==> src/design/display_tail_pkg.sv <==
package display_tail_pkg;

    //////////////////////////////////////////////////
    // Frame buffer geometry
    //////////////////////////////////////////////////

    localparam int buf_width      = 16;
    localparam int buf_height     = 12;
    localparam int buf_depth      = buf_width * buf_height;
    localparam int buf_addr_width = $clog2(buf_depth);

    // Pixel coordinates as sent by the rasterizer
    localparam int x_width = $clog2(buf_width);
    localparam int y_width = $clog2(buf_height);

    //////////////////////////////////////////////////
    // Colour format
    //////////////////////////////////////////////////

    // Stored word is {red, green, blue}, blue in the low bits
    localparam int red_width   = 4;
    localparam int green_width = 4;
    localparam int blue_width  = 4;
    localparam int color_width = red_width + green_width + blue_width;

    //////////////////////////////////////////////////
    // Video timing
    //////////////////////////////////////////////////

    // Tiny mode for simulation, each buffer pixel shown as 2x2
    localparam int h_active = 2 * buf_width;
    localparam int h_front  = 2;
    localparam int h_sync   = 4;
    localparam int h_back   = 2;
    localparam int h_total  = h_active + h_front + h_sync + h_back;

    localparam int v_active = 2 * buf_height;
    localparam int v_front  = 1;
    localparam int v_sync   = 2;
    localparam int v_back   = 1;
    localparam int v_total  = v_active + v_front + v_sync + v_back;

    // Negative polarity on both syncs
    localparam logic h_sync_active = 1'b0;
    localparam logic v_sync_active = 1'b0;

endpackage
==> src/design/drawing_manager.sv <==
`timescale 1ns/100ps

module drawing_manager (
    input  logic                                         clk_system,
    input  logic                                         rstn_system,

    // Pixel stream from the rasterizer
    input  logic                                         pixel_valid,
    output logic                                         pixel_ready,
    input  logic [display_tail_pkg::color_width-1:0]     pixel_color,
    input  logic [display_tail_pkg::x_width-1:0]         pixel_x,
    input  logic [display_tail_pkg::y_width-1:0]         pixel_y,
    input  logic                                         pixel_last,

    // Write port towards the drawing buffer
    output logic                                         write_en,
    output logic [display_tail_pkg::buf_addr_width-1:0]  write_addr,
    output logic [display_tail_pkg::color_width-1:0]     write_data,

    // Frame exchange with the display side
    output logic                                         frame_done,
    input  logic                                         draw_ack
);

    import display_tail_pkg::*;

    logic                      pixel_fire;
    logic [buf_addr_width-1:0] pixel_addr;

    assign pixel_fire = pixel_valid && pixel_ready;

    // Row major layout, row times buffer width plus column
    assign pixel_addr = buf_addr_width'(pixel_y) * buf_addr_width'(buf_width)
                      + buf_addr_width'(pixel_x);

    //////////////////////////////////////////////////
    // Buffer write
    //////////////////////////////////////////////////

    always_ff @(posedge clk_system or negedge rstn_system) begin
        if (!rstn_system) begin
            write_en <= 1'b0;
        end else begin
            write_en <= pixel_fire;
        end
    end

    always_ff @(posedge clk_system) begin
        if (pixel_fire) begin
            write_addr <= pixel_addr;
            write_data <= pixel_color;
        end
    end

    //////////////////////////////////////////////////
    // Frame done / acknowledge
    //////////////////////////////////////////////////

    // Held until the display has swapped buffers
    always_ff @(posedge clk_system or negedge rstn_system) begin
        if (!rstn_system) begin
            frame_done <= 1'b0;
        end else if (pixel_fire && pixel_last) begin
            frame_done <= 1'b1;
        end else if (draw_ack) begin
            frame_done <= 1'b0;
        end
    end

    // Stream closed while a finished frame waits for its swap
    assign pixel_ready = !frame_done;

    a_coord_in_range: assert property (@(posedge clk_system) disable iff (!rstn_system)
        pixel_fire |-> pixel_y < buf_height)
        else $error("drawing_manager: pixel coordinate outside the buffer");

    // An acknowledge only ever answers a pending frame
    a_ack_after_done: assert property (@(posedge clk_system) disable iff (!rstn_system)
        draw_ack |-> frame_done)
        else $error("drawing_manager: draw_ack without a finished frame");

endmodule

==> config.mk <==
export PLATFORM = sky130hd
export DESIGN_NAME = drawing_manager
export DESIGN_NICKNAME = d
export VERILOG_FILES = /design/src/design/display_tail_pkg.sv /design/src/design/drawing_manager.sv
export SDC_FILE = /design/constraint.sdc
export NUM_CORES = 1
export LEC_CHECK = 0
export BUFFER_PORTS_ARGS = -buffer_cell sky130_fd_sc_hd__buf_2
export CAP_MARGIN = 20
export CORE_MARGIN = 2
export CORE_UTILIZATION = 34
export DETAILED_ROUTE_END_ITERATION = 16
export PLACE_DENSITY_LB_ADDON = 0.3
export SYNTH_ARGS = -nofsm -noshare
export SYNTH_HDL_FRONTEND = slang
export SYNTH_SLANG_ARGS = --single-unit
==> constraint.sdc <==
create_clock -name clk_system -period 1 [get_ports clk_system]
set_input_delay 0.2 -clock clk_system [delete_from_list [all_inputs] [get_ports clk_system]]
set_output_delay 0.2 -clock clk_system [all_outputs]
set_load 0.05 [all_outputs]
-- After elaboration in Yosys (flattened, before gate mapping)
Index checks and enable logic that the tools add are counted.
- logic and storage cells: 11
- output and inout port bits: 23
- input bits: 25
- bits in registers: 22
- reduce and logical (&&, ||, !) cells: 4
- add/sub/neg operators: 1
- muxes and demuxes: 2
- operators by type and width (cell ; count):
    8-bit by 4-bit adder with 8-bit output ; 1
    1-bit logical AND ; 2
    1-bit two-way mux ; 2
    2-bit nonzero test ; 1
    1-bit logical NOT ; 1

-- Longest topological paths before layout
- depth after elaboration: 4
- depth in mapped cells: 2
- gate-level depth less buffers: 2

-- Worst setup path after synthesis
No wires, ideal clock.
- kind: reg-to-reg
- from: register frame_done
- to: register write_addr[0] in the netlist's numbering, enable pin
- buffers on the path: 0
- required time: 654 ps
- data arrival time: 1071 ps
- clock period less this slack: 1417 ps
- library setup time: 346 ps
- slack: -417 ps
- stages on the path, launching flop included: 2
- cell sequence: dfrtp_1 -> and2b_2
- word-level cells in the longest chain between the ends: 2
- ends and longest elaborated chain (what ; RTL line ; text):
    start, declared ; drawing_manager.sv:21 ; output logic frame_done,
    start signal, assigned ; drawing_manager.sv:62 ; frame_done <= 1'b0;
    start signal, assigned ; drawing_manager.sv:64 ; frame_done <= 1'b1;
    start signal, assigned ; drawing_manager.sv:66 ; frame_done <= 1'b0;
    1-bit logical NOT ; drawing_manager.sv:71 ; assign pixel_ready = !frame_done;
    1-bit logical AND ; drawing_manager.sv:30 ; assign pixel_fire = pixel_valid && pixel_ready;
    named net pixel_fire ; drawing_manager.sv:27 ; logic pixel_fire;
    end signal, assigned ; drawing_manager.sv:50 ; write_addr <= pixel_addr;
    end, declared ; drawing_manager.sv:17 ; output logic [display_tail_pkg::buf_addr_width-1:0] write_addr,
The timed path passes the listed nets, and every way through them passes these cells.
A chain may end at the register's enable or synchronous reset.

-- Worst setup path in the final report
- from: register frame_done
- to: output pixel_ready
- word-level cells in the longest chain between the ends: 1
- ends and longest elaborated chain (what ; RTL line ; text):
    1-bit logical NOT ; drawing_manager.sv:71 ;
    end, declared ; drawing_manager.sv:9 ; output logic pixel_ready,
Every way passes these cells.

==> results_dict.tcl <==
set metrics [dict create \
    status "complete, but fails checks" \
    violations "setup timing" \
    p_per_area_nw_per_um2 1724 \
    drv_slew 0 \
    period_needed_ns 1.207 \
    met1_usage_pct 10.92 \
    postLayoutCellArea_sq_um 1160 \
    grt_pass1_wl_um 1994 \
    clock-skew-final_ns 0.007605 \
    grt_pass1_vias 486 \
    yosys.cell_types.count 6 \
    setup-tns-final_ns -4.946 \
    fp.dieH_um 48.70 \
    required_ns 0.80 \
    hold_viol_final 0 \
    netlist_area_sq_um 679.4 \
    crit_fanout 3 \
    drtIter0Drc 1 \
    cts_made_buffers 3 \
    setup_viol 43 \
    track_usage_pct 11.41 \
    worst-setup-path-type "reg -> out" \
    fin_ws_ns -0.2073 \
    fin_nets 107 \
    met3_usage_pct 4.012 \
    h-tree-depth 1 \
    fmax_ghz 0.8283 \
    rsz0062_at_grt "true" \
    root_buffer "clkbuf_4" \
    dp.final_hpwl_um 825 \
    period_share_pct 120.7 \
    totalWireLength_um 1242 \
    stdcell_count 108 \
    gp_congestion 0.6751 \
    ios 48 \
    cts_sinks 22 \
    drive_above_1_share_pct 70.37 \
    slew_headroom_pct 79.08 \
    grt_start_max_net_pins 22 \
    vias_per_cell 4.157 \
    dieArea_sq_um 2372 \
    final.fill_count 165 \
    clkTransAtPathRegs_ns 0.11 \
    arrival_ns 1.01 \
    wl_per_cell_um 11.50 \
    netlist_instances 26 \
    synth-seq-area-share_pct 95.76 \
    cp-end-kind "output pin" \
    drtAntennaViolNets 0 \
    drc_errors 0 \
    dpl.cell_count 102 \
    row_count 16 \
    n_antenna_cell 0 \
    overflow 0 \
    clock_latency_ns 0.29 \
    vias 449 \
    synth_warnings 0 \
    start_util_pct 35.35 \
    die_x_um 48.70 \
    power.leakage_nw 0.4958 \
    holdCritPathClass "in -> reg" \
    worst_slew_pin_slew_ns 0.3137 \
    grt_util_met2_pct 21.92 \
    synth-seq-cells 22 \
    area_delta_synth_final_pct 70.72 \
    grt-busiest-layer "met2" \
    io_buffer_count 47 \
    placed_area_sq_um 965.9 \
    clk_path_buf_depth 2 \
    cts_tree "yes" \
    grt_antenna_before_repair 0 \
    drtPass1Iterations 2 \
    avgSynthCellArea_sq_um 26.13 \
    cp-start-kind "flop" \
    syn_nets 51 \
    p_total_w 0.002000 \
    design.core.area_sq_um 1922 \
    ir_drop_mv 0.9822 \
    cap_viol_max_count 0 \
    utilization_pct 60.35 \
]
[cells in the final DEF (no fill, tap or decap)]
cell type      netlist  routed
clkbuf_1             0       1
dfrtp_1              2       1
o21ai_2              1       1
dfrtp_2              0       1
buf_4                0       3
buf_2                0      24
buf_8                0       1
edfxtp_1            20      20
and2b_4              0       1
buf_6                0      22
dlygate4sd3_1        0       1
inv_4                0       1
nand3b_1             1       1
clkbuf_4             0       3
[synth_stat cells]
cell type | count | area, sq um
inv_1 | 1 | 3.750
and2b_2 | 1 | 8.760
nand3b_1 | 1 | 7.510
dfrtp_1 | 2 | 50.05
o21ai_2 | 1 | 8.760
edfxtp_1 | 20 | 600.6
[sequential cells by signal, summed over array words and instances, names as in the netlist]
signal and count:
frame_done 1, write_addr 8, write_data 12, write_en 1
[logic make-up after synthesis]
family	synth area share, %
AOI/OAI and AO/OA	1.289
and+or+nand+nor	2.395
buffers and inverters	0.5520
DFF	95.77
[worst max-delay path: stages, from the launching register on]
cell and delay [ns]:
dfrtp_2 0.42, buf_6 0.12, inv_4 0.05, buf_8 0.13
[layer usage]
metal	vias up	share of wire, %
met5	-	0
met1	214	32
li1	209	-
met2	26	60
met4	0	0
met3	0	8.1
[path summary, 6_finish.rpt]
check | from | endpoint | slack (ns) | cells after the start
max | frame_done | pixel_ready | -0.21 | 3
min | pixel_x[0] | write_addr[0] | 0.07 | 1
max reg2reg | frame_done | write_data[8] | -0.18 | 1
min reg2reg | frame_done | frame_done | 0.67 | 3
max in group asynchronous | rstn_system | frame_done | 0.66 | 2
min in group asynchronous | rstn_system | frame_done | 0.23 | 2
[layout make-up]
cell class	instances	area [sq um]	share of cell area, %
flip-flops and latches	22	651.9	56.20
clock buffers	4	26.28	2.265
inverters	1	6.256	0.5394
well taps	27	33.78	2.913
repair buffers	51	415.4	35.81
multi-input cells	3	26.28	2.265
[metrics by stage]
step | setup WS [ns] | hold slack, ns
6_report | -0.2073 | 0.07340
2_1_floorplan | -0.2588 | -0.09559
5_1_grt | -0.2580 | 0.03695
4_1_cts | -0.2264 | 0.05550
3_5_place_dp | -0.1624 | -0.01118
3_3_place_gp | -0.1459 | -0.01160
[repair_timing]
item | in CTS | in global routing
buffers inserted | 1 | 0
hold buffers | 1 | 0
gates resized for setup | 49 | 0
endpoints found under the hold margin | 2 | 0
setup endpoints to repair | 43 | 44
pin swaps | 0 | 0
[power breakdown]
| part | internal [W] | leakage [nW] | switching, W | total [W] |
|---|---|---|---|---|
| clock network | 0.000155 | 0.0150 | 0.000230 | 0.000384 |
| logic | 0.000188 | 0.266 | 0.000314 | 0.000503 |
| registers | 0.00108 | 0.215 | 0.0000288 | 0.00111 |
Note: power is estimated with default switching activity, not from simulation.
