`src/design/display_tail_pkg.sv`:
```
package display_tail_pkg;

    //////////////////////////////////////////////////
    // Frame buffer geometry
    //////////////////////////////////////////////////

    localparam int buf_width      = 16;
    localparam int buf_height     = 12;
    localparam int buf_depth      = buf_width * buf_height;
    localparam int buf_addr_width = $clog2(buf_depth);

    // Pixel coordinates as sent by the rasterizer
    localparam int x_width = $clog2(buf_width);
    localparam int y_width = $clog2(buf_height);

    //////////////////////////////////////////////////
    // Colour format
    //////////////////////////////////////////////////

    // Stored word is {red, green, blue}, blue in the low bits
    localparam int red_width   = 4;
    localparam int green_width = 4;
    localparam int blue_width  = 4;
    localparam int color_width = red_width + green_width + blue_width;

    //////////////////////////////////////////////////
    // Video timing
    //////////////////////////////////////////////////

    // Tiny mode for simulation, each buffer pixel shown as 2x2
    localparam int h_active = 2 * buf_width;
    localparam int h_front  = 2;
    localparam int h_sync   = 4;
    localparam int h_back   = 2;
    localparam int h_total  = h_active + h_front + h_sync + h_back;

    localparam int v_active = 2 * buf_height;
    localparam int v_front  = 1;
    localparam int v_sync   = 2;
    localparam int v_back   = 1;
    localparam int v_total  = v_active + v_front + v_sync + v_back;

    // Negative polarity on both syncs
    localparam logic h_sync_active = 1'b0;
    localparam logic v_sync_active = 1'b0;

endpackage
```
`src/design/display_scanout.sv`:
```
`timescale 1ns/100ps

module display_scanout (
    input  logic                                         clk_display,
    input  logic                                         rstn_display,

    // Frame buffer read
    output logic [display_tail_pkg::buf_addr_width-1:0]  read_addr,
    input  logic [display_tail_pkg::color_width-1:0]     read_data,

    // VGA style output
    output logic                                         vga_hsync,
    output logic                                         vga_vsync,
    output logic                                         screen_data_enable,
    output logic [display_tail_pkg::red_width-1:0]       vga_red,
    output logic [display_tail_pkg::green_width-1:0]     vga_green,
    output logic [display_tail_pkg::blue_width-1:0]      vga_blue
);

    import display_tail_pkg::*;

    logic [$clog2(h_total)-1:0] h_count;
    logic [$clog2(v_total)-1:0] v_count;
    logic                       active;
    logic                       hsync_now;
    logic                       vsync_now;
    logic                       active_d;
    logic                       hsync_d;
    logic                       vsync_d;

    //////////////////////////////////////////////////
    // Scan position
    //////////////////////////////////////////////////

    always_ff @(posedge clk_display or negedge rstn_display) begin
        if (!rstn_display) begin
            h_count <= '0;
            v_count <= '0;
        end else if (h_count == h_total - 1) begin
            h_count <= '0;
            if (v_count == v_total - 1) begin
                v_count <= '0;
            end else begin
                v_count <= v_count + 1'b1;
            end
        end else begin
            h_count <= h_count + 1'b1;
        end
    end

    // Active area first, then front porch, sync and back porch
    assign active    = (h_count < h_active) && (v_count < v_active);
    assign hsync_now = (h_count >= h_active + h_front)
                    && (h_count < h_active + h_front + h_sync);
    assign vsync_now = (v_count >= v_active + v_front)
                    && (v_count < v_active + v_front + v_sync);

    // Half column and half line give the 2x2 pixel doubling
    assign read_addr = active
        ? buf_addr_width'(v_count >> 1) * buf_addr_width'(buf_width)
          + buf_addr_width'(h_count >> 1)
        : '0;

    //////////////////////////////////////////////////
    // Output pipeline
    //////////////////////////////////////////////////

    // Stage 1 runs beside the memory read, stage 2 drives the pins
    always_ff @(posedge clk_display or negedge rstn_display) begin
        if (!rstn_display) begin
            active_d           <= 1'b0;
            hsync_d            <= !h_sync_active;
            vsync_d            <= !v_sync_active;
            screen_data_enable <= 1'b0;
            vga_hsync          <= !h_sync_active;
            vga_vsync          <= !v_sync_active;
            vga_red            <= '0;
            vga_green          <= '0;
            vga_blue           <= '0;
        end else begin
            active_d           <= active;
            hsync_d            <= hsync_now ? h_sync_active : !h_sync_active;
            vsync_d            <= vsync_now ? v_sync_active : !v_sync_active;
            screen_data_enable <= active_d;
            vga_hsync          <= hsync_d;
            vga_vsync          <= vsync_d;
            // Blank outside the visible area
            if (active_d) begin
                vga_red   <= read_data[color_width-1 -: red_width];
                vga_green <= read_data[blue_width +: green_width];
                vga_blue  <= read_data[blue_width-1:0];
            end else begin
                vga_red   <= '0;
                vga_green <= '0;
                vga_blue  <= '0;
            end
        end
    end

endmodule

```
`config.mk`:
```
export PLATFORM = sky130hd
export DESIGN_NAME = display_scanout
export DESIGN_NICKNAME = d
export VERILOG_FILES = /design/src/design/display_tail_pkg.sv /design/src/design/display_scanout.sv
export SDC_FILE = /design/constraint.sdc
export NUM_CORES = 1
export LEC_CHECK = 0
export ABC_AREA = 1
export ABC_CLOCK_PERIOD_IN_PS = 1550
export BUFFER_PORTS_ARGS = -buffer_cell sky130_fd_sc_hd__buf_2
export CAP_MARGIN = 15
export CORE_MARGIN = 1.5
export CORE_UTILIZATION = 35
export CTS_CLUSTER_SIZE = 24
export DETAILED_ROUTE_END_ITERATION = 16
export PLACE_DENSITY = 0.59
export SYNTH_ARGS = -nofsm -noshare
export SYNTH_HDL_FRONTEND = slang
export SYNTH_SLANG_ARGS = --single-unit
export TNS_END_PERCENT = 10
```
`constraint.sdc`:
```
create_clock -name clk_display -period 1.55 [get_ports clk_display]
set_input_delay 0.0775 -clock clk_display [delete_from_list [all_inputs] [get_ports clk_display]]
set_output_delay 0.0775 -clock clk_display [all_outputs]
set_load 0.05 [all_outputs]
```
; ---- Yosys cells after proc, flatten, opt, wreduce, memory -nomap -nowiden
; Cells that the tools add are included.
; Widths: inputs -> output; s select.
[word_totals]
input_bits = 14
ff_bits = 29
out_inout_bits = 23
elab_cells = 33
[op_classes]
magnitude_cmp = 6
addsub = 3
n_reduce_logical = 3
eq_ne = 2
muxes = 8
[op_table]
columns = operator, count
row1 = $lt 6x6->1 const B, 2
row2 = $mux 4, 3
row3 = $lt 5x5->1 const B, 2
row4 = $add 8x5->8, 1
row5 = $mux 8, 1
row6 = $add 6x1->6 const B, 1
row7 = $eq 6x6->1 const B, 1
row8 = $ge 6x6->1 const B, 1
row9 = $mux 6, 1
row10 = $add 5x1->5 const B, 1
row11 = $eq 5x5->1 const B, 1
row12 = $ge 5x5->1 const B, 1
row13 = $mux 5, 1
row14 = $logic_and 1x1->1, 3
row15 = $mux 1, 2

; ---- Logic depth before layout (Yosys ltp)
[depth]
ltp_word = 3
depth_mapped = 6
depth_no_buf = 6

; ---- Worst setup path after synthesis
; Ideal clock, no wire load.
[synth_timing]
path_kind = flip-flop to output port
start = register v_count[1]
end = output port read_addr[5] (netlist bit)
required_ps = 1472
t_arrival_ps = 1561
path_buffers = 0
stages_incl_launch_ff = 5
setup_slack_ps = -89
cell_sequence = dfrtp_1 ha_1 ha_1 inv_1 nor2_1
[synth_between]
elab_chain_cells = 3
elab_cells_between_ends = 4
classes_between = add/sub (1) / order compare (1) / mux (1) / reduce/logical (1)
[synth_lines]
columns = item, line
row1 = from (decl), display_scanout.sv:23  ; logic [$clog2(v_total)-1:0] v_count;
row2 = from (signal assigned), display_scanout.sv:44  ; v_count <= v_count + 1'b1;
row3 = branches (longest 2 deep; another with $add 8x5->8), --
row4 = $mux 8 (*), display_scanout.sv:60  ; ? buf_addr_width'(v_count >> 1) * buf_addr_width'(buf_width)
row5 = to (decl), display_scanout.sv:8  ; output logic [display_tail_pkg::buf_addr_width-1:0] read_addr,
; Every way passes the cells marked *.

; ---- Worst setup path after layout
[layout_timing]
start = register h_count[5]
end = output port read_addr[6] (netlist bit)
[layout_between]
elab_chain_cells = 3
elab_cells_between_ends = 4
classes_between = add/sub (1) / order compare (1) / mux (1) / reduce/logical (1)
[layout_lines]
columns = item, line
row1 = from (decl), display_scanout.sv:22  ; logic [$clog2(h_total)-1:0] h_count;
row2 = from (signal assigned), display_scanout.sv:47  ; h_count <= h_count + 1'b1;
row3 = branches (longest 2 deep; another with $add 8x5->8), --
row4 = $mux 8 (*), display_scanout.sv:60
; Marked as above.

==> results.sh <==
export IMPL_overflow=0
export IMPL_fin_ws_ns=0.00364
export IMPL_final_area_sq_um=1790
export IMPL_fin_tns_setup_ns=0
export IMPL_dieArea_sq_um=4010
export IMPL_synthTopCellsByArea="dfrtp_1, nand2_1, dfstp_2"
export IMPL_finalHoldViolCount=0
export IMPL_tightestPinTransition_ns=0.610
export IMPL_crit_path_start_kind="register"
export IMPL_grt_max_degree=30
export IMPL_ant_nets=0
export IMPL_r2r_start="v_count[1]"
export IMPL_reg2reg_slack_ns=0.18
export IMPL_slew_violations=0
export IMPL_cpMaxStageDelayCell="dfrtp_1"
export IMPL_initialDrtViolationCount=31
export IMPL_cts_made_buffers=5
export IMPL_arrival_ns=1.47
export IMPL_final_setup_viol_count=0
export IMPL_pre_cts_ws_ns=0.135
export IMPL_drc=0
export IMPL_vias=1043
export IMPL_intPower_uw=994
export IMPL_seq_area_sq_um=731
export IMPL_crit_type="reg -> out"
export IMPL_syn_nets=157
export IMPL_cts_htree_levels=2
export IMPL_ios=37
export IMPL_timing_rr_end="v_count[1]"
export IMPL_core_area_sq_um=3420
export IMPL_fp_row_count=21
export IMPL_hpwl_microns=1730
export IMPL_fin_nets=215
export IMPL_diodes=0
export IMPL_cts_tree="yes"
export IMPL_syn2layout_area_growth_pct=40.2
export IMPL_rsz0062_at_grt="yes"
export IMPL_switchingPower_uw=349
export IMPL_first_pass_iters=3
export IMPL_placed_area_sq_um=1520
export IMPL_worst_setup_path_end_kind="output pin"
export IMPL_fmax_mhz=647
export IMPL_seq_area_frac_synth_pct=57.4
export IMPL_dp_cells=220
export IMPL_status="finished, final reports clean"
export IMPL_multi_input_area_sq_um=448
export IMPL_synth_top_area_share_pct=49.1
export IMPL_grt_usage_pct=14.5
export IMPL_ys_ff_latch=29
export IMPL_post_synth_cell_area_avg_sq_um=9.23
export IMPL_fillers=319
export IMPL_cp_cell_sequence="ha_2 -> ha_4 -> xnor2_2 -> nor2_2 -> buf_6"
export IMPL_leakagePower_uw=0.000956
export IMPL_first_global_vias=1059
export IMPL_irDropWorstVdd_mv=0.326
export IMPL_p_per_area_nw_per_um2=752
export IMPL_synthDistinctLibCells=19
export IMPL_reg2regPathDepth=7
export IMPL_min_period_ns=1.55
export IMPL_synthesis_area_sq_um=1270
export IMPL_clk_path_buf_depth=2
export IMPL_die_w_microns=63.3
export IMPL_cts_sinks=29
export IMPL_sw_frac_of_total_pct=26.0
export IMPL_cp_max_fo=2
export IMPL_drv_cap=0
export IMPL_critPathRequiredTime_ns=1.47
export IMPL_path_clk_slew_ns=0.09
export IMPL_yosys_warnings=0
export IMPL_finalCritPeriodShare_pct=99.8
export IMPL_pwr_share_comb_pct=10.7
export IMPL_stdcell_count=243
export IMPL_gp_congestion=0.906
export IMPL_clk_latency_ns=0.32
export IMPL_syn_inst=138
export IMPL_grt_pass1_wl_microns=4510
export IMPL_p_clk_share_pct=31.6
export IMPL_vias_per_cell=4.29
export IMPL_die_y_microns=63.3
export IMPL_hold_class="in -> async"
export IMPL_antenna_found_initial=0
export IMPL_maxSlewHeadroom_pct=59.4
export IMPL_wl_per_cell_microns=10.5
export IMPL_max_stage_delay_ns=0.40
export IMPL_drive_above_1_share_pct=32.0
export IMPL_routed_wl_microns=2550
export IMPL_synth_top_cell_by_area="dfrtp_1"
export IMPL_port_buffer_count=36
export IMPL_pwr_share_seq_pct=57.7
export IMPL_initial_core_util_pct=37.3
export IMPL_cts_root_buf="clkbuf_4"
export IMPL_fin_worst_skew_ns=0.00955
## stage by stage
stage | hold slack, ns | util, % | total power, uW
detailed placement | 0.135 | 44.6 | 909
floorplan | -0.218 | - | 861
global route | 0.361 | 52.3 | 1420
finish | 0.299 | 52.3 | 1340
global placement | 0.131 | 44.6 | 908
CTS | 0.326 | 51.9 | 1370
## layer usage
layer | track usage, % | part of all wire, % | vias to the layer above | routed length, microns
li1 | - | - | 534 | -
met1 | 17.4 | 46 | 469 | 1180
met2 | 24.1 | 46 | 36 | 1180
met3 | 4.11 | 6.0 | 4 | 152
met4 | 6.52 | 1.6 | 0 | 40
met5 | 0 | 0 | - | 0
## cells in the final DEF (no fill, tap or decap)
cell	synthesis	layout
inv_2	0	1
a21oi_1	2	2
o2111ai_1	1	1
nand4_1	3	3
xor2_1	3	3
nor2_2	0	2
buf_6	0	5
dlygate4sd3_1	0	13
ha_4	0	1
nand3_1	10	10
ha_2	0	1
o21ai_0	2	2
inv_1	28	27
nand3_4	1	1
o21ai_2	1	1
buf_4	0	8
dfrtp_1	25	25
nand2_2	0	1
nor2_8	1	1
xnor2_2	0	1
ha_1	5	3
nor2_1	15	13
buf_2	2	28
clkinv_2	0	2
clkbuf_4	0	5
nand2_1	32	31
clkbuf_1	1	1
inv_4	1	1
dfstp_2	4	4
## cell families (layout without fill, tap and decap cells)
logic type | after synthesis | in the layout | synth area share (%)
buf+inv | 32 | 91 | 9.82
compound gates | 6 | 6 | 2.95
simple gates | 62 | 62 | 22.2
fa+ha+maj | 5 | 5 | 4.91
flops | 29 | 29 | 57.4
xor+xnor | 4 | 4 | 2.75
## state kept, by name, summed over array words and instances, names as in the netlist
signal and count:
h_count 6, v_count 5, vga_blue 4, vga_green 4, vga_red 4, active_d 1
hsync_d 1, screen_data_enable 1, vga_hsync 1, vga_vsync 1, vsync_d 1
## area by class of cell
class	instances	area share (%)
well taps	46	3.22
clock buffers	6	2.31
multi-input cells	77	25.1
inverters	29	6.24
clock inverters	2	0.561
flip-flops and latches	29	40.9
repair buffers	54	21.7
## worst max-delay path by stage
stage	startpoint	endpoint	slack, ns	cells after the start
CTS	v_count[1]	read_addr[6]	-0.06	5
finish	h_count[5]	read_addr[6]	0.004	5
global route	h_count[5]	read_addr[6]	-0.06	5
detailed placement	h_count[5]	read_addr[6]	0.14	5
global placement	h_count[5]	read_addr[6]	0.16	5
floorplan	v_count[1]	read_addr[6]	-0.09	4
## power by group through the flow
stage	clock network (uW)	logic (uW)	registers, uW
after global routing	486	156	777
after global placement	0	118	790
after floorplan	0	11.4	849
after CTS	447	145	776
final	424	144	776
after detailed placement	0	119	790
## repair_timing
item / 4_1_cts / 5_1_grt
endpoints found under the hold margin: 37 / 0
gates resized for setup: 16 / 4
buffers inserted: 2 / 0
pin swaps: 3 / 4
endpoints found under the setup margin: 8 / 6
hold buffers: 13 / 0
## synthesized netlist by cell type
master     instances
xnor2_1            1
o21ai_2            1
inv_1             28
ha_1               5
nand3_4            1
dfstp_2            4
xor2_1             3
nand4_1            3
nor2_8             1
nor2_1            15
a21oi_1            2
buf_2              2
dfrtp_1           25
clkbuf_1           1
nand2_1           32
o21ai_0            2
o2111ai_1          1
nand3_1           10
inv_4              1
## critical path, delay by kind of cell, from the launching register on
family                   cells  cell delay [ns]
flip-flops                   1             0.40
adder cells (fa/ha/maj)      2             0.37
buffers and inverters        1             0.16
XOR/XNOR                     1             0.13
AND/OR/NAND/NOR              1             0.09
Power figures use the tool's default switching activity.
